### config.mk
export PLATFORM = sky130hd
export DESIGN_NAME = lsu_store_port
export DESIGN_NICKNAME = d
export VERILOG_FILES = /design/src/rtl/lsu_pkg.sv /design/src/rtl/lsu_store_port.sv
export SDC_FILE = /design/constraint.sdc
export NUM_CORES = 1
export LEC_CHECK = 0
export ABC_AREA = 1
export BUFFER_PORTS_ARGS = -buffer_cell sky130_fd_sc_hd__buf_2
export CAP_MARGIN = 40
export CORE_UTILIZATION = 38
export DETAILED_ROUTE_END_ITERATION = 8
export PLACE_DENSITY = 0.73
export SYNTH_ARGS = -nofsm -noshare
export SYNTH_HDL_FRONTEND = slang
export SYNTH_SLANG_ARGS = --single-unit
### constraint.sdc
create_clock -name clock -period 1 [get_ports clock]
set_clock_uncertainty 0.1 [all_clocks]
set_input_delay 0.2 -clock clock [delete_from_list [all_inputs] [get_ports clock]]
set_output_delay 0.2 -clock clock [all_outputs]
set_load 0.02 [all_outputs]
### src/rtl/lsu_pkg.sv
`default_nettype none

package lsu_pkg;

	typedef enum logic {
		lsu_load  = 1'b0,
		lsu_store = 1'b1
	} lsu_op_e;

	typedef enum logic [1:0] {
		okay       = 2'd0,
		misaligned = 2'd1,
		bus_error  = 2'd2
	} lsu_status_e;

	// axi response codes
	localparam logic [1:0] resp_okay   = 2'b00;
	localparam logic [1:0] resp_slverr = 2'b10;

	typedef struct packed {
		lsu_op_e     op;
		logic [2:0]  funct3;
		logic [31:0] base;
		logic [31:0] offset;
		logic [31:0] wdata;
	} mem_req_t;

	typedef struct packed {
		logic [31:0] rdata;
		lsu_status_e status;
	} mem_rsp_t;

	typedef struct packed {
		logic [31:0] addr;
		logic [2:0]  size;
	} axi_ar_t;

	typedef struct packed {
		logic [31:0] data;
		logic [1:0]  resp;
	} axi_r_t;

	typedef struct packed {
		logic [31:0] addr;
		logic [2:0]  size;
	} axi_aw_t;

	typedef struct packed {
		logic [31:0] data;
		logic [3:0]  strb;
	} axi_w_t;

	typedef struct packed {
		logic [1:0] resp;
	} axi_b_t;

	// completion from a channel port
	typedef struct packed {
		logic [31:0] rdata;
		logic        bus_err;
	} port_done_t;

endpackage

`default_nettype wire
### src/rtl/lsu_store_port.sv
`timescale 1ns/1ps
`default_nettype none

module lsu_store_port (
	input  wire logic                 clock,
	input  wire logic                 reset,
	input  wire logic                 start,
	input  wire logic [31:0]          addr,
	input  wire logic [2:0]           funct3,
	input  wire logic [31:0]          wdata,
	output logic                      aw_valid,
	output lsu_pkg::axi_aw_t          aw,
	input  wire logic                 aw_ready,
	output logic                      w_valid,
	output lsu_pkg::axi_w_t           w,
	input  wire logic                 w_ready,
	input  wire logic                 b_valid,
	input  lsu_pkg::axi_b_t           b,
	output logic                      b_ready,
	output logic                      done,
	output lsu_pkg::port_done_t       result
);

	import lsu_pkg::*;

	logic       b_wait;
	logic [3:0] mask;

	// sb, sh, sw
	always_comb begin
		case (funct3[1:0])
			2'b00: mask = 4'b0001;
			2'b01: mask = 4'b0011;
			default: mask = 4'b1111;
		endcase
	end

	// aw and w drop on their own handshakes
	always_ff @(posedge clock) begin
		if (reset) begin
			aw_valid <= 1'b0;
			w_valid <= 1'b0;
			b_wait <= 1'b0;
		end else if (start) begin
			aw_valid <= 1'b1;
			w_valid <= 1'b1;
			b_wait <= 1'b1;
		end else begin
			if (aw_valid && aw_ready)
				aw_valid <= 1'b0;
			if (w_valid && w_ready)
				w_valid <= 1'b0;
			if (b_valid && b_ready && b_wait)
				b_wait <= 1'b0;
		end
	end

	always_ff @(posedge clock) begin
		if (start) begin
			aw.addr <= addr;
			aw.size <= {1'b0, funct3[1:0]};
			w.data <= wdata << {addr[1:0], 3'b000};
			w.strb <= mask << addr[1:0];
		end
	end

	assign b_ready = 1'b1;
	assign done = b_valid && b_ready && b_wait;
	assign result.rdata = 32'h0;
	assign result.bus_err = (b.resp != resp_okay);

	a_b_after_aw_w: assert property (@(posedge clock) disable iff (reset)
		b_valid |-> !aw_valid && !w_valid);

endmodule

`default_nettype wire

==> flow_summary_export.csv <==
group,metric,value,unit
route,drt_iter0_markers,127,
finish,num-fill-cells,627,
yosys,synth_seq_area_share,67.1,%
hold_path,min_path_cells,3,
floorplanning,start_util,39.2,%
pwr,p_sw_share,26.2,%
route,first_pass_iters,4,
sta,final-setup-viol-count,73,
grt,grt_pass1_wl,11600,um
critical_path,reg2reg_depth,2,
clock_tree,cts_buffers,9,
grt,grt_use_total,17.9,%
yosys,syn_area_per_cell,11.0,um^2
clock_tree,cts-root-buf,"clkbuf_8",
critical_path,crit_fanout,1,
place,finalWeightedCongestion,0.799,
floorplanning,die_area,8860,um^2
sta,max_freq,819,MHz
hold_path,hp-class,"in2reg",
sta,rsz0062_at_grt,"true",
route,totalWireLength,8420,um
clock_tree,clk_pin_slew,90,ps
pwr,combPwrFrac,19.8,%
pwr,p_per_area,1630,nW/um^2
critical_path,critical_path_arrival,920,ps
yosys,synthCells,294,
critical_path,crit_buf_inv,1,
pwr,clock_power_share,34.5,%
route,ant_nets,0,
floorplanning,rows,33,
grt,gr-total-overflow,0,
floorplanning,die_y,94.1,um
route,vias,2622,
run,maxCapViolCount,0,
pwr,switching_power,2150,uW
pwr,leakage,0.00244,uW
finish,final_common_cell,"buf_2",
critical_path,r2r_start,"b_wait$_SDFFE_PP0P_",
route,avgViaCountPerCell,4.37,
sta,setup_slack,-221,ps
critical_path,worst-endpoint-required,700,ps
outcome,failed_checks,"negative setup slack",
sta,drv_slew,0,
sta,finalSetupTns,-12650,ps
clock_tree,clk_path_buf_depth,2,
finish,seqCellArea,2170,um^2
sta,fin_crit_sh,122,%
floorplanning,pin_count,183,
clock_tree,clk_latency,330,ps
yosys,synth_area,3220,um^2
critical_path,critPathTopFamily,"flip-flops",
floorplanning,coreArea,8220,um^2
critical_path,worstSetupPathType,"reg2out",
place,io_buffers,147,
grt,grt_max_degree,41,
sta,period_minus_slack,1220,ps
critical_path,cpPeakStageDelay,400,ps
finish,syn_to_final_growth,56.3,%
critical_path,worst_setup_path_start_kind,"flip-flop",
critical_path,regToRegEndpoint,"b_wait$_SDFFE_PP0P_",
critical_path,r2r_slack,230,ps
finish,nets,565,
finish,design_area,5040,um^2
route,wl_per_cell,14.0,um
critical_path,crit_path_cell_trace,"buf_2",
clock_tree,cts_sinks,73,
floorplanning,dieWidth,94.1,um
yosys,synth-seq-cells,73,
finish,final_cell_mix,"buf_2 (90), nand2_1 (81), edfxtp_1 (70)",
pwr,cell_internal_pwr,6060,uW
outcome,status,"finished with violations",
grt,first_global_vias,2423,
finish,diodes,0,
route,drc_errors,0,
hold_path,hp-start,"wdata[5]",
critical_path,cp_slowest_cell,"edfxtp_1",
grt,antenna_found_initial,0,
place,dp_hpwl,5210,um
pwr,power_frac_seq,45.8,%
yosys,synthDistinctLibCells,18,
critical_path,endpoint_kind,"output port",
sta,hold_violations,0,
finish,multi_input_area,712,um^2
clock_tree,htree_levels,3,
finish,layout-drive-gt1-share,38.6,%
hold_path,min_to,"w[25]$_DFFE_PP_",
clock_tree,cts_tree,"built",
yosys,ys_warn_count,0,
pwr,peakVddDrop,0.827,mV
place,postPlaceCellArea,4080,um^2
metal layers:
metal / GRT usage, % / wire length (um) / vias to the layer above / part of all wire (%)
met5: 0 / 0 / - / 0
met3: 5.58 / 753 / 9 / 8.9
met2: 32.4 / 4330 / 149 / 51
met1: 19.5 / 3250 / 1197 / 39
met4: 6.79 / 87 / 0 / 1.0
li1: - / - / 1267 / -
cell type report:
class                           count  area share, %
Timing Repair Buffer              195           32.5
Clock inverter                      6           2.28
Clock buffer                       10           2.53
Multi-Input combinational cell    171           14.1
Sequential cell                    73           43.0
Tap cell                          105           2.61
Inverter                           40           2.98
what timing repair did:
action,4_1_cts,5_1_grt
setup buffers,1,0
hold buffers,34,0
endpoints found under the setup margin,74,73
hold endpoints to repair,34,0
gates resized for setup,38,82
gates cloned,0,0
synthesized netlist by cell type:
master	instances	area share (%)
or2_2	1	0.19
edfxtp_1	70	65
buf_6	2	0.70
nor3_1	1	0.16
nand3_1	24	3.7
nand2_1	82	9.5
nand2_2	5	0.97
buf_2	2	0.31
nor2_4	1	0.35
a21oi_1	3	0.47
buf_8	1	0.47
dfxtp_1	3	1.9
a21boi_2	1	0.35
buf_4	37	8.6
conb_1	2	0.23
inv_1	38	4.4
nor2_1	19	2.2
inv_2	2	0.23
per-stage QoR:
step / setup slack, ps / power (uW) / hold slack [ps] / util, % / cells
final: -221 / 8210 / 44.1 / 61.3 / 600
after global routing: -267 / 8540 / 32.4 / 61.3 / 600
after CTS: -229 / 8050 / 28.0 / 58.3 / 600
after detailed placement: -157 / 5040 / 278 / 49.7 / 549
after global placement: -146 / 5010 / 276 / 49.7 / 549
after floorplan: 38.1 / 4580 / 169 / - / 326
cells by family (layout without fill, tap and decap cells):
group                  count (synthesis)  in the layout  synth area share, %
AND/OR/NAND/NOR                      133            133                 17.2
buffers and inverters                 82            251                 14.7
flip-flops                            73             73                 67.1
AO/OA/AOI/OAI                          4              4                0.815
other                                  2             34                0.233
power by group through the flow:
stage | Combinational (uW) | Clock [uW] | Sequential (uW)
floorplan | 476 | 0 | 4110
global placement | 1260 | 0 | 3760
detailed placement | 1270 | 0 | 3770
CTS | 1450 | 2890 | 3710
global route | 1740 | 3020 | 3780
finish | 1620 | 2830 | 3760
flip-flops by register name, indices dropped and copies added, names as in the netlist:
name	cells
aw_valid	1
w_valid	1
b_wait	1
w	36
aw	34
worst max-delay path by stage:
| stage | from | to | slack (ps) | depth (start not counted) |
|---|---|---|---|---|
| 6_report | aw[10]$_DFFE_PP_ | aw[10] | -220 | 1 |
| 5_1_grt | b_wait$_SDFFE_PP0P_ | done | -270 | 3 |
| 4_1_cts | w[15]$_SDFFCE_PP0P_ | w[15] | -230 | 1 |
| 3_5_place_dp | addr[0] | w[35]$_DFFE_PP_ | -160 | 6 |
| 3_3_place_gp | addr[0] | w[28]$_DFFE_PP_ | -150 | 6 |
| 2_1_floorplan | addr[1] | w[29]$_DFFE_PP_ | 40 | 4 |
Power figures use the tool's default switching activity.
