==> src/rtl/lsu_pkg.sv <==
`default_nettype none

package lsu_pkg;

	typedef enum logic {
		lsu_load  = 1'b0,
		lsu_store = 1'b1
	} lsu_op_e;

	typedef enum logic [1:0] {
		okay       = 2'd0,
		misaligned = 2'd1,
		bus_error  = 2'd2
	} lsu_status_e;

	// axi response codes
	localparam logic [1:0] resp_okay   = 2'b00;
	localparam logic [1:0] resp_slverr = 2'b10;

	typedef struct packed {
		lsu_op_e     op;
		logic [2:0]  funct3;
		logic [31:0] base;
		logic [31:0] offset;
		logic [31:0] wdata;
	} mem_req_t;

	typedef struct packed {
		logic [31:0] rdata;
		lsu_status_e status;
	} mem_rsp_t;

	typedef struct packed {
		logic [31:0] addr;
		logic [2:0]  size;
	} axi_ar_t;

	typedef struct packed {
		logic [31:0] data;
		logic [1:0]  resp;
	} axi_r_t;

	typedef struct packed {
		logic [31:0] addr;
		logic [2:0]  size;
	} axi_aw_t;

	typedef struct packed {
		logic [31:0] data;
		logic [3:0]  strb;
	} axi_w_t;

	typedef struct packed {
		logic [1:0] resp;
	} axi_b_t;

	// completion from a channel port
	typedef struct packed {
		logic [31:0] rdata;
		logic        bus_err;
	} port_done_t;

endpackage

`default_nettype wire
==> src/rtl/lsu_load_port.sv <==
`timescale 1ns/1ps
`default_nettype none

module lsu_load_port (
	input  wire logic                 clock,
	input  wire logic                 reset,
	input  wire logic                 start,
	input  wire logic [31:0]          addr,
	input  wire logic [2:0]           funct3,
	output logic                      ar_valid,
	output lsu_pkg::axi_ar_t          ar,
	input  wire logic                 ar_ready,
	input  wire logic                 r_valid,
	input  lsu_pkg::axi_r_t           r,
	output logic                      r_ready,
	output logic                      done,
	output lsu_pkg::port_done_t       result
);

	import lsu_pkg::*;

	logic        r_wait;
	logic [2:0]  funct3_q;
	logic [31:0] shifted;
	logic [31:0] ext;

	// valid and response wait
	always_ff @(posedge clock) begin
		if (reset) begin
			ar_valid <= 1'b0;
			r_wait <= 1'b0;
		end else begin
			if (start) begin
				ar_valid <= 1'b1;
				r_wait <= 1'b1;
			end else if (ar_valid && ar_ready) begin
				ar_valid <= 1'b0;
			end
			if (r_valid && r_ready && r_wait) begin
				r_wait <= 1'b0;
			end
		end
	end

	// request payload, held until the R beat
	always_ff @(posedge clock) begin
		if (start) begin
			ar.addr <= addr;
			ar.size <= {1'b0, funct3[1:0]};
			funct3_q <= funct3;
		end
	end

	assign r_ready = 1'b1;

	// bring the addressed byte lane down to bit 0
	assign shifted = r.data >> {ar.addr[1:0], 3'b000};

	always_comb begin
		case (funct3_q)
			3'b000: ext = {{24{shifted[7]}}, shifted[7:0]};
			3'b001: ext = {{16{shifted[15]}}, shifted[15:0]};
			3'b010: ext = shifted;
			3'b100: ext = {24'h0, shifted[7:0]};
			3'b101: ext = {16'h0, shifted[15:0]};
			default: ext = 32'h0;
		endcase
	end

	assign done = r_valid && r_ready && r_wait;
	assign result.rdata = ext;
	assign result.bus_err = (r.resp != resp_okay);

	a_ar_stable: assert property (@(posedge clock) disable iff (reset)
		ar_valid && !ar_ready |=> ar_valid && $stable(ar));

endmodule

`default_nettype wire

==> config.mk <==
export PLATFORM = sky130hd
export DESIGN_NAME = lsu_load_port
export DESIGN_NICKNAME = d
export VERILOG_FILES = /design/src/rtl/lsu_pkg.sv /design/src/rtl/lsu_load_port.sv
export SDC_FILE = /design/constraint.sdc
export NUM_CORES = 1
export LEC_CHECK = 0
export BUFFER_PORTS_ARGS = -buffer_cell sky130_fd_sc_hd__buf_2
export CORE_MARGIN = 2
export CORE_UTILIZATION = 40
export CTS_CLUSTER_SIZE = 14
export DETAILED_ROUTE_END_ITERATION = 16
export PLACE_DENSITY = 0.8
export SETUP_SLACK_MARGIN = 0.05
export SYNTH_ARGS = -nofsm -noshare
export SYNTH_HDL_FRONTEND = slang
export SYNTH_SLANG_ARGS = --single-unit
==> constraint.sdc <==
create_clock -name clock -period 2.5 [get_ports clock]
set_clock_uncertainty 0.1 [all_clocks]
set_input_delay 0.375 -clock clock [delete_from_list [all_inputs] [get_ports clock]]
set_output_delay 0.375 -clock clock [all_outputs]
set_load 0.02 [all_outputs]
==> impl_metrics.json <==
{
  "grt_pass1_wl_mm": 8.20,
  "grt_setup_unrepaired": "yes",
  "placed_cell_area_um2": 2730,
  "fin_crit_sh": 0.981,
  "finalHoldViolations": 0,
  "p_clk_frac": 0.240,
  "root_buffer": "clkbuf_8",
  "path_cells": "mux2i_1 -> or3_4 -> a311o_2 -> o21ai_0 -> buf_2",
  "clk_pin_slew_worst_paths_ps": 80,
  "dieArea_um2": 5480,
  "numCtsBuffers": 5,
  "max-cap-violations": 0,
  "area_growth_pct": 46.9,
  "worstPathMaxFanout": 8,
  "final_common_cell": "buf_2",
  "die_x_um": 74.0,
  "avgViaCountPerCell": 4.88,
  "hold_class": "primary input to flip-flop",
  "final_area_um2": 2880,
  "post-route-min-period_ps": 2450,
  "ant_nets": 0,
  "overflow": 0,
  "pwr-share-comb": 0.304,
  "cts_tree": "built",
  "routabilityCongestion": 0.801,
  "start_util": 0.415,
  "crit_buf_inv": 1,
  "status": "completed",
  "boundaryPins": 145,
  "clockBufferDepth": 2,
  "synth-warning-count": 0,
  "power_mw": 1.65,
  "final_cell_mix": "buf_2 (138), edfxtp_1 (35), mux2i_1 (16)",
  "grt_antenna_before_repair": 0,
  "via_count": 1829,
  "grt_max_degree": 38,
  "diodes": 0,
  "critPathTopFamily": "compound AO/OA/AOI/OAI gates",
  "maxSlewViolCount": 0,
  "cts-htree-levels": 2,
  "syn_avg_cell_area_um2": 12.0,
  "critPathKind": "flip-flop to output pin",
  "layout.nets": 381,
  "coreArea_um2": 4720,
  "syn_area_um2": 1960,
  "post-route-drc-count": 0,
  "wl_per_cell_um": 14.3,
  "firstDrtPassIters": 5,
  "syn_nets": 237,
  "fin_hold_ws_ps": 162,
  "cp.required_ps": 2030,
  "finalSetupViolCount": 0,
  "p_int_mw": 1.12,
  "syn_inst": 163,
  "cp.arrival_ps": 1980,
  "fin_cells": 375,
  "cts_hold_buffers": 0,
  "fillers": 399,
  "end_kind": "output pin",
  "synth_seq_cells": 37,
  "seqPwrFrac": 0.457,
  "rows": 25,
  "seq_area_frac_synth": 0.556,
  "max_stage_delay_ps": 460,
  "p_sw_mw": 0.525,
  "cts_sinks": 37,
  "seqCellArea_um2": 1090,
  "p_leak_nw": 1.43,
  "slew_headroom": 0.495,
  "switching_share": 0.319,
  "p_per_area_nw_per_um2": 571,
  "port_buffers": 142,
  "insertion_delay_ps": 280,
  "worst_pin_slew_ps": 758,
  "critPathLaunchType": "flip-flop",
  "fmax_ghz": 0.408,
  "peakVddDrop_mv": 0.626,
  "die_h_um": 74.0,
  "drtIter0Drc": 92,
  "ys_types": 33,
  "wl_mm": 5.35,
  "grt_pass1_vias": 1846,
  "cp_slowest_cell": "a311o_2",
  "multi_input_comb_area_um2": 813,
  "dp_cells": 365,
  "place_hpwl_mm": 4.13,
  "track_usage": 0.197,
  "post_route_cells_drive_above_1_share": 0.558
}
Yosys cell counts, drive strengths merged:
| cell | n | share of area |
|---|---|---|
| o211ai | 1 | 0.0038 |
| a311o | 1 | 0.0051 |
| a21oi | 2 | 0.0051 |
| inv | 1 | 0.0019 |
| a311oi | 1 | 0.013 |
| edfxtp | 35 | 0.54 |
| o2bb2ai | 7 | 0.031 |
| mux4 | 1 | 0.011 |
| dfxtp | 2 | 0.020 |
| nor2b | 12 | 0.038 |
| and2 | 2 | 0.0064 |
| a211oi | 14 | 0.054 |
| nand2b | 2 | 0.0064 |
| conb | 2 | 0.0038 |
| o221ai | 1 | 0.0045 |
| o21ai | 17 | 0.043 |
| clkbuf | 4 | 0.0077 |
| nand3 | 1 | 0.0025 |
| or3 | 1 | 0.0057 |
| nand2 | 10 | 0.019 |
| mux2 | 1 | 0.0057 |
| mux2i | 16 | 0.082 |
| a21o | 8 | 0.031 |
| nand3b | 1 | 0.0038 |
| buf | 10 | 0.033 |
| or2 | 2 | 0.0064 |
| nor2 | 5 | 0.0096 |
| nor3 | 2 | 0.0051 |
| xor2 | 1 | 0.0045 |
final timing paths:
| check | endpoint | cells past startpoint | slack, ps | startpoint |
|---|---|---|---|---|
| worst max register to register | r_wait | 2 | 1730 | r_wait |
| worst max-delay path | result[18] | 5 | 50 | ar[4] |
| worst min-delay path | ar[28] | 1 | 160 | addr[25] |
| worst min register to register | r_wait | 2 | 390 | r_wait |
power by group through the flow:
| stage | clock, mW | combinational [mW] | sequential (mW) |
|---|---|---|---|
| CTS | 0.402 | 0.496 | 0.752 |
| global route | 0.425 | 0.543 | 0.759 |
| floorplan | 0 | 0.236 | 0.820 |
| finish | 0.394 | 0.500 | 0.752 |
| detailed placement | 0 | 0.484 | 0.764 |
| global placement | 0 | 0.479 | 0.764 |
layer usage:
metal / part of all wire / GRT usage / vias to the layer above
li1: - / - / 904
met1: 0.38 / 0.220 / 794
met2: 0.47 / 0.325 / 118
met3: 0.13 / 0.0908 / 13
met4: 0.021 / 0.0848 / 0
met5: 0 / 0 / -
through the flow:
step / worst slack, ps / util / setup TNS, ps
floorplan: 217 / - / 0
global placement: 252 / 0.578 / 0
detailed placement: 197 / 0.578 / 0
CTS: 39.9 / 0.605 / 0
global route: -50.8 / 0.610 / -271
finish: 46.9 / 0.610 / 0
area by class of cell:
type | instances | area share
Clock buffer | 5 | 0.0239
Multi-Input combinational cell | 111 | 0.282
Clock inverter | 3 | 0.00608
Inverter | 1 | 0.00130
Timing Repair Buffer | 151 | 0.279
Tap cell | 67 | 0.0291
Sequential cell | 37 | 0.378
what timing repair did:
item                                    in CTS  in global routing
cloned                                       0                  0
pin swaps                                    2                  1
gates resized for setup                      9                  7
setup buffers                                1                  1
endpoints found under the setup margin      23                 23
state kept, by name (all words and copies together) (netlist names):
register / cells
ar: 32
funct3_q: 3
ar_valid: 1
r_wait: 1
kinds of logic (layout without fill, tap and decap cells):
logic type,Yosys count,after routing,share of synthesized area
DFF,37,37,0.556
other,2,2,0.00383
xor gates and xnor gates,1,1,0.00447
AOI/OAI and AO/OA,52,52,0.191
muxes,18,18,0.0988
and+or+nand+nor,38,38,0.103
buffers and inverters,15,160,0.0427
Note: power is estimated with default switching activity, not from simulation.
