[src/rtl/lsu_pkg.sv]
`default_nettype none

package lsu_pkg;

	typedef enum logic {
		lsu_load  = 1'b0,
		lsu_store = 1'b1
	} lsu_op_e;

	typedef enum logic [1:0] {
		okay       = 2'd0,
		misaligned = 2'd1,
		bus_error  = 2'd2
	} lsu_status_e;

	// axi response codes
	localparam logic [1:0] resp_okay   = 2'b00;
	localparam logic [1:0] resp_slverr = 2'b10;

	typedef struct packed {
		lsu_op_e     op;
		logic [2:0]  funct3;
		logic [31:0] base;
		logic [31:0] offset;
		logic [31:0] wdata;
	} mem_req_t;

	typedef struct packed {
		logic [31:0] rdata;
		lsu_status_e status;
	} mem_rsp_t;

	typedef struct packed {
		logic [31:0] addr;
		logic [2:0]  size;
	} axi_ar_t;

	typedef struct packed {
		logic [31:0] data;
		logic [1:0]  resp;
	} axi_r_t;

	typedef struct packed {
		logic [31:0] addr;
		logic [2:0]  size;
	} axi_aw_t;

	typedef struct packed {
		logic [31:0] data;
		logic [3:0]  strb;
	} axi_w_t;

	typedef struct packed {
		logic [1:0] resp;
	} axi_b_t;

	// completion from a channel port
	typedef struct packed {
		logic [31:0] rdata;
		logic        bus_err;
	} port_done_t;

endpackage

`default_nettype wire
[src/rtl/lsu_commit.sv]
`timescale 1ns/1ps
`default_nettype none

module lsu_commit (
	input  wire logic                 clock,
	input  wire logic                 reset,
	input  wire logic                 req_valid,
	input  lsu_pkg::mem_req_t         req,
	output logic                      req_ready,
	output logic                      rsp_valid,
	output lsu_pkg::mem_rsp_t         rsp,
	input  wire logic                 rsp_ready,
	output logic                      load_start,
	output logic                      store_start,
	output logic [31:0]               addr,
	output logic [2:0]                funct3,
	output logic [31:0]               wdata,
	input  wire logic                 load_done,
	input  lsu_pkg::port_done_t       load_result,
	input  wire logic                 store_done,
	input  lsu_pkg::port_done_t       store_result
);

	import lsu_pkg::*;

	typedef enum logic [1:0] {
		st_idle,
		st_busy,
		st_hold
	} state_e;

	state_e     state;
	lsu_op_e    op_q;
	logic       accept;
	logic       is_misaligned;
	logic       port_done;
	port_done_t port_result;

	assign addr = req.base + req.offset;
	assign funct3 = req.funct3;
	assign wdata = req.wdata;

	// half needs bit 0 clear, word needs bits 1:0 clear
	assign is_misaligned = (funct3[1:0] == 2'b01 && addr[0]) ||
		(funct3[1:0] == 2'b10 && addr[1:0] != 2'b00);

	assign req_ready = (state == st_idle);
	assign rsp_valid = (state == st_hold);
	assign accept = req_valid && req_ready;
	assign load_start = accept && !is_misaligned && req.op == lsu_load;
	assign store_start = accept && !is_misaligned && req.op == lsu_store;

	assign port_done = (op_q == lsu_store) ? store_done : load_done;
	assign port_result = (op_q == lsu_store) ? store_result : load_result;

	always_ff @(posedge clock) begin
		if (reset) begin
			state <= st_idle;
		end else begin
			case (state)
				st_idle: if (accept) state <= is_misaligned ? st_hold : st_busy;
				st_busy: if (port_done) state <= st_hold;
				st_hold: if (rsp_ready) state <= st_idle;
				default: state <= st_idle;
			endcase
		end
	end

	always_ff @(posedge clock) begin
		if (accept) begin
			op_q <= req.op;
			rsp.rdata <= 32'h0;
			rsp.status <= misaligned;
		end else if (state == st_busy && port_done) begin
			rsp.rdata <= (op_q == lsu_store) ? 32'h0 : port_result.rdata;
			rsp.status <= port_result.bus_err ? bus_error : okay;
		end
	end

	// a port only completes the access that was dispatched to it
	a_load_done_busy: assert property (@(posedge clock) disable iff (reset)
		load_done |-> state == st_busy && op_q == lsu_load);

	a_store_done_busy: assert property (@(posedge clock) disable iff (reset)
		store_done |-> state == st_busy && op_q == lsu_store);

endmodule

`default_nettype wire

[config.mk]
export PLATFORM = sky130hd
export DESIGN_NAME = lsu_commit
export DESIGN_NICKNAME = d
export VERILOG_FILES = /design/src/rtl/lsu_pkg.sv /design/src/rtl/lsu_commit.sv
export SDC_FILE = /design/constraint.sdc
export NUM_CORES = 1
export LEC_CHECK = 0
export ABC_AREA = 1
export ABC_CLOCK_PERIOD_IN_PS = 2600
export BUFFER_PORTS_ARGS = -buffer_cell sky130_fd_sc_hd__buf_2
export CAP_MARGIN = 20
export CORE_AREA = 2 2 106 108
export CTS_CLUSTER_SIZE = 12
export DETAILED_ROUTE_END_ITERATION = 6
export DIE_AREA = 0 0 108 110
export GPL_TIMING_DRIVEN = 0
export PLACE_DENSITY = 0.74
export SLEW_MARGIN = 25
export SYNTH_ARGS = -nofsm -noshare
export SYNTH_HDL_FRONTEND = slang
export SYNTH_SLANG_ARGS = --single-unit
[constraint.sdc]
create_clock -name clock -period 2.6 [get_ports clock]
set_input_delay 0.39 -clock clock [delete_from_list [all_inputs] [get_ports clock]]
set_output_delay 0.39 -clock clock [all_outputs]
set_load 0.01 [all_outputs]
==> results of run 1 <==
==> metrics by stage <==
step	setup TNS [ns]	instance area, um^2	total power [mW]	utilization [%]
2_1_floorplan	0	4050	1.28	-
3_3_place_gp	-0.0620	5280	1.64	49.4
3_5_place_dp	-0.0578	5280	1.65	49.4
4_1_cts	0	5410	2.13	50.5
5_1_grt	0	5410	2.28	50.5
6_report	0	5410	2.11	50.5
==> final cells by class <==
type | count | share of cell area (%)
multi-input combinational | 500 | 46.9
sequential | 37 | 13.9
buffer | 47 | 5.99
tap | 140 | 3.24
timing repair buffer | 211 | 19.5
clock inverter | 1 | 0.139
inverter | 120 | 8.38
clock buffer | 7 | 1.99
==> how the worst min path moves through the flow <==
stage               startpoint  endpoint  slack [ns]  cells after the start
CTS                      reset  state[0]        0.26                      2
floorplan                reset  state[0]        0.46                      1
global route             reset  state[1]        0.26                      2
finish                   reset  state[0]        0.27                      2
global placement        rsp[0]    rsp[0]        0.43                      2
detailed placement      rsp[0]    rsp[0]        0.43                      2
==> worst max-delay path: stages <==
cell and delay, ns:
buf_2 0.10, ha_1 0.25, fa_2 0.40, nand3_1 0.11, nand3_2 0.08, nand2_1 0.09
nand2_2 0.09, nand2_2 0.07, nand2_2 0.08, xor2_2 0.24, buf_2 0.18
==> cell families (layout without fill, tap and decap cells) <==
logic type	Yosys count	after routing	share of synthesized area, %
and+or+nand+nor	389	389	40.5
buffers and inverters	167	386	19.2
AOI/OAI and AO/OA	62	62	8.06
DFF	37	37	18.5
adders and majority gates	32	32	10.1
xor gates and xnor gates	17	17	3.68
==> placed cells by master, fill, tap and decap left out <==
| cell | synthesis | routed |
|---|---|---|
| xor2_1 | 15 | 14 |
| inv_4 | 1 | 1 |
| buf_1 | 2 | 2 |
| nand4_1 | 4 | 4 |
| inv_2 | 3 | 3 |
| nor2_1 | 43 | 43 |
| nor3_1 | 2 | 2 |
| fa_2 | 0 | 1 |
| clkbuf_16 | 0 | 1 |
| nand3_2 | 5 | 5 |
| o21ai_0 | 2 | 2 |
| nand2_2 | 18 | 18 |
| o21bai_1 | 2 | 2 |
| a21oi_2 | 2 | 2 |
| buf_2 | 4 | 215 |
| clkbuf_8 | 0 | 6 |
| nor3_2 | 3 | 3 |
| xnor2_1 | 2 | 2 |
| inv_1 | 115 | 115 |
| dfxtp_1 | 36 | 36 |
| a21o_1 | 1 | 1 |
| clkinvlp_4 | 0 | 1 |
| clkinv_1 | 1 | 1 |
| a31oi_1 | 1 | 1 |
| buf_4 | 38 | 38 |
| nand3_1 | 54 | 54 |
| clkbuf_1 | 3 | 3 |
| nor2_2 | 2 | 2 |
| nand2_1 | 258 | 258 |
| edfxtp_1 | 1 | 1 |
| a21oi_1 | 54 | 54 |
| ha_1 | 31 | 31 |
| xor2_2 | 0 | 1 |
==> registers in the layout, indices dropped and copies added, names as in the netlist <==
register and count:
rsp 34, state 2, op_q 1
==> power groups by stage <==
stage | registers (mW) | logic [mW] | clock network (mW)
after global routing | 0.618 | 1.15 | 0.511
after CTS | 0.614 | 1.03 | 0.491
after detailed placement | 0.627 | 1.02 | 0
final | 0.615 | 1.02 | 0.476
after global placement | 0.626 | 1.02 | 0
after floorplan | 0.639 | 0.638 | 0
==> routing by layer <==
layer | wire length, um | global-route usage [%] | share of wire, %
met5 | 0 | 0 | 0
met4 | 233 | 6.41 | 2.0
met3 | 714 | 2.06 | 6.1
met2 | 5670 | 35.2 | 49
met1 | 5010 | 22.6 | 43
==> flow_metrics.py, run 1 <==
metrics = {
    "route": {
        "vias_per_cell": 4.51,
        "remaining_drc_errors": 0,
        "wirelength_mm": 11.6,
        "ant_nets": 0,
        "vias": 4796,
        "drt_iter0_drc": 264,
        "dr.pass1.iters": 4,
        "wl_per_cell_um": 10.9,
    },
    "synthesis": {
        "synth.yosys.seq_area_share_pct": 18.5,
        "yosys-top-cells-count": "258 x nand2_1, 115 x inv_1, 54 x a21oi_1, 54 x nand3_1, 43 x nor2_1",
        "synth.most_common_cell": "nand2_1",
        "ys_top_cells_by_area": "nand2_1 24%, dfxtp_1 18%, inv_1 11%",
        "syn_inst": 704,
        "synth.ff_latch_count": 37,
        "synth_area_mm2": 0.00405,
        "yosys_warnings": 0,
        "synth_edf_count": 1,
        "syn_nets": 908,
        "yosysUniqueCellTypes": 29,
        "synth_ff_type": "dfxtp_1",
        "yosysTopAreaCell": "nand2_1",
        "async_reset_ff_share_pct": 0,
        "synth_top_area_share_pct": 23.9,
        "synth_area_per_cell_um2": 5.75,
    },
    "hold_path": {
        "min_path_type": "primary input to register",
    },
    "floorplan": {
        "die_h_um": 110,
        "die_area_mm2": 0.0119,
        "pin_count": 277,
        "fp-row-count": 38,
        "start_util_pct": 37.9,
        "fp.dieW_um": 108,
        "core_mm2": 0.0107,
    },
    "global_route": {
        "grt_pass1_vias": 4211,
        "grt_overflow": 0,
        "grt_max_degree": 13,
        "grt_usage_pct": 18.9,
        "grt_pass1_wl_mm": 18.4,
        "antenna_found_initial": 0,
    },
    "critical_path": {
        "crit_required_ns": 2.21,
        "r2r-start": "op_q",
        "rr_endpoint": "rsp[21]",
        "r2r_cells": 8,
        "crit_arrival_ns": 2.07,
        "path_max_fanout": 4,
        "r2r_setup_slack_ns": 1.19,
        "crit_path_start": "req[32]",
        "critPathLaunchType": "primary input",
        "path_class": "primary input to output pin",
        "worst_setup_path_end_kind": "output pin",
        "crit_end": "addr[12]",
    },
    "clock_tree": {
        "holdBufCountCts": 0,
        "cts_htree_levels": 2,
        "cts.sinks": 37,
        "cts_tree": "done",
        "clock_latency_ns": 0.29,
        "cts_made_buffers": 5,
        "cts_max_path_buffers": 2,
        "cts_setup_buffers": 0,
        "ctsRootBufferMaster": "clkbuf_8",
        "clkTransAtPathRegs_ns": 0.07,
        "cts_resized": 1,
    },
    "placed_design": {
        "post-place-ws_ns": -0.0578,
        "port_buffers": 211,
        "dp.cells": 1055,
        "hpwl_mm": 10.1,
        "place.gp.congestion": 0.899,
    },
    "timing": {
        "setup_violations": 0,
        "slew_headroom_pct": 68.8,
        "finalMaxSlewViolations": 0,
        "fin_hold_ws_ns": 0.268,
        "period_minus_slack_ns": 2.46,
        "fin_crit_sh_pct": 94.8,
        "report.final.hold_viol_count": 0,
        "max_slew.worst_pin.slew_ns": 0.468,
        "final.setup.worst_slack_ns": 0.135,
        "clock_skew_ns": 0.00606,
        "fmax_mhz": 406,
        "rsz0062_at_grt": "false",
    },
    "pwr": {
        "ir_drop_mv": 0.279,
        "sw_frac_of_total_pct": 39.0,
        "pwr-share-seq_pct": 29.1,
        "power.share.combinational_pct": 48.4,
        "p_leak_nw": 3.34,
        "p_sw_uw": 823,
        "power_frac_clock_pct": 22.5,
        "p_int_mw": 1.29,
        "p_per_area_mw_per_mm2": 391,
    },
    "final_layout": {
        "antennaDiodeCount": 0,
        "drive_gt1_share_pct": 32.2,
        "fin_nets": 1126,
        "area_growth_pct": 33.5,
        "instances_no_fill": 1063,
        "multiInputGateArea_mm2": 0.00253,
        "register_area_um2": 751,
        "fillers": 1163,
    },
    "run_status": {
        "status": "complete, no violations",
    },
    "run": {
        "drv_cap": 0,
    },
}
Note: power is estimated with default switching activity, not from simulation.
==> run 2: changes to the inputs <==
PLACE_DENSITY = 0.84   (was 0.74)
==> run 2 against run 1 <==
Critical path type unchanged. Utilization fell by 0.070 points. Clock power increased by 2%. Worst setup slack better by 0.020 ns. Combinational power about the same. Clock skew rose by 0.00077 ns. First-iteration DRC count up 35%.
==> flow_metrics.py, run 2 (synthesis gave the netlist of run 1 again) <==
metrics = {
    "run_status": {
        "status": "complete, no violations",
    },
    "placed_design": {
        "hpwl_mm": 10.2,
        "port_buffers": 211,
        "place.gp.congestion": 0.963,
        "dp.cells": 1055,
    },
    "floorplan": {
        "fp-row-count": 38,
        "pin_count": 277,
        "core_mm2": 0.0107,
        "start_util_pct": 37.9,
        "fp.dieW_um": 108,
        "die_area_mm2": 0.0119,
        "die_h_um": 110,
    },
    "global_route": {
        "grt_pass1_vias": 4190,
        "grt_max_degree": 13,
        "grt_pass1_wl_mm": 17.9,
        "antenna_found_initial": 0,
        "grt_overflow": 0,
        "grt_usage_pct": 18.5,
    },
    "clock_tree": {
        "cts_max_path_buffers": 2,
        "cts.sinks": 37,
        "cts_tree": "done",
        "clock_latency_ns": 0.29,
        "clkTransAtPathRegs_ns": 0.08,
        "cts_htree_levels": 2,
        "cts_made_buffers": 5,
        "ctsRootBufferMaster": "clkbuf_8",
        "holdBufCountCts": 0,
    },
    "final_layout": {
        "area_growth_pct": 33.3,
        "antennaDiodeCount": 0,
        "largest_reg_flops": 34,
        "final_common_cell": "nand2_1",
        "max_flop_register": "rsp",
        "fin_nets": 1126,
        "instances_no_fill": 1063,
        "drive_gt1_share_pct": 32.1,
        "reg_top3": "rsp x34, state x2, op_q x1",
        "layout_common_cells": "258 x nand2_1, 215 x buf_2, 115 x inv_1, 54 x nand3_1, 54 x a21oi_1",
    },
    "pwr": {
        "p_per_area_mw_per_mm2": 393,
        "p_leak_nw": 3.34,
        "ir_drop_mv": 0.264,
        "total_power_mw": 2.12,
    },
    "critical_path": {
        "critPathLaunchType": "primary input",
        "crit_required_ns": 2.21,
        "crit_arrival_ns": 2.05,
        "crit_path_start": "req[32]",
        "worst_setup_path_end_kind": "output pin",
        "path_max_fanout": 4,
        "r2r-start": "op_q",
        "path_class": "primary input to output pin",
    },
    "timing": {
        "max_slew.worst_pin.slew_ns": 0.503,
        "slew_headroom_pct": 66.5,
        "finalMaxSlewViolations": 0,
        "rsz0062_at_grt": "false",
        "clock_skew_ns": 0.00683,
        "fmax_mhz": 409,
        "fin_tns_setup_ns": 0,
        "fin_hold_ws_ns": 0.264,
        "setup_violations": 0,
        "fin_crit_sh_pct": 94.0,
        "period_minus_slack_ns": 2.44,
        "report.final.hold_viol_count": 0,
    },
    "route": {
        "wl_per_cell_um": 11.1,
        "ant_nets": 0,
        "vias": 4878,
        "dr.pass1.iters": 5,
        "remaining_drc_errors": 0,
        "drt_iter0_drc": 357,
        "wirelength_mm": 11.8,
        "vias_per_cell": 4.59,
    },
    "run": {
        "drv_cap": 0,
    },
    "hold_path": {
        "min_path_type": "primary input to register",
        "hp-start": "reset",
    },
}
-- run 2: cell count changes in the layout (fill, tap and decap cells not counted) --
cell    before  now
xor2_1      14   15
xor2_2       1    0
-- run 2: worst max-delay path: stages --
cell and delay, ns:
buf_2 0.10, ha_1 0.25, fa_2 0.40, nand3_1 0.11
nand3_2 0.09, nand2_1 0.08, nand2_2 0.09, nand2_2 0.07
nand2_2 0.07, nand2_1 0.10, nand2_1 0.05, nand2_1 0.06
nand2_1 0.05, buf_2 0.13
-- run 2: layout make-up --
cell class,instances,area (um^2)
Buffer,47,324
Clock buffer,7,108
Clock inverter,1,7.51
Fill cell,1099,5300
Inverter,120,453
Multi-Input combinational cell,500,2530
Sequential cell,37,751
Tap cell,140,175
Timing Repair Buffer,211,1060
-- run 2: report_power, final --
group,total [mW],internal (mW),switching (mW)
Sequential,0.615,0.599,0.0152
Combinational,1.02,0.415,0.604
Clock,0.486,0.273,0.213
-- run 2: metrics by stage --
step	instance area (um^2)	setup slack, ns	utilization, %
floorplan	4050	0.492	-
global route	5400	0.0444	50.5
CTS	5400	0.0519	50.5
finish	5400	0.155	50.5
detailed placement	5280	0.0565	49.4
global placement	5280	0.0825	49.4
-- run 2: routing by layer --
metal	GRT usage [%]	vias up	share of wire (%)
li1	-	2566	-
met3	2.35	20	8.3
met4	5.59	0	2.0
met1	20.0	2104	39
met2	37.0	188	51
met5	0	-	0
-- run 2: worst paths after layout --
check                   to  cells after the start  slack [ns]
hold / removal    state[1]                      2        0.26
setup / recovery  addr[28]                     14        0.16
hold reg to reg     rsp[0]                      2        0.46
setup reg to reg   rsp[26]                      8        1.16
-- run 2: repair_timing --
action / CTS / global route
setup buffers: 0 / 0
endpoints found under the setup margin: 0 / 2
resized for setup: 0 / 1
hold endpoints to repair: 0 / 0
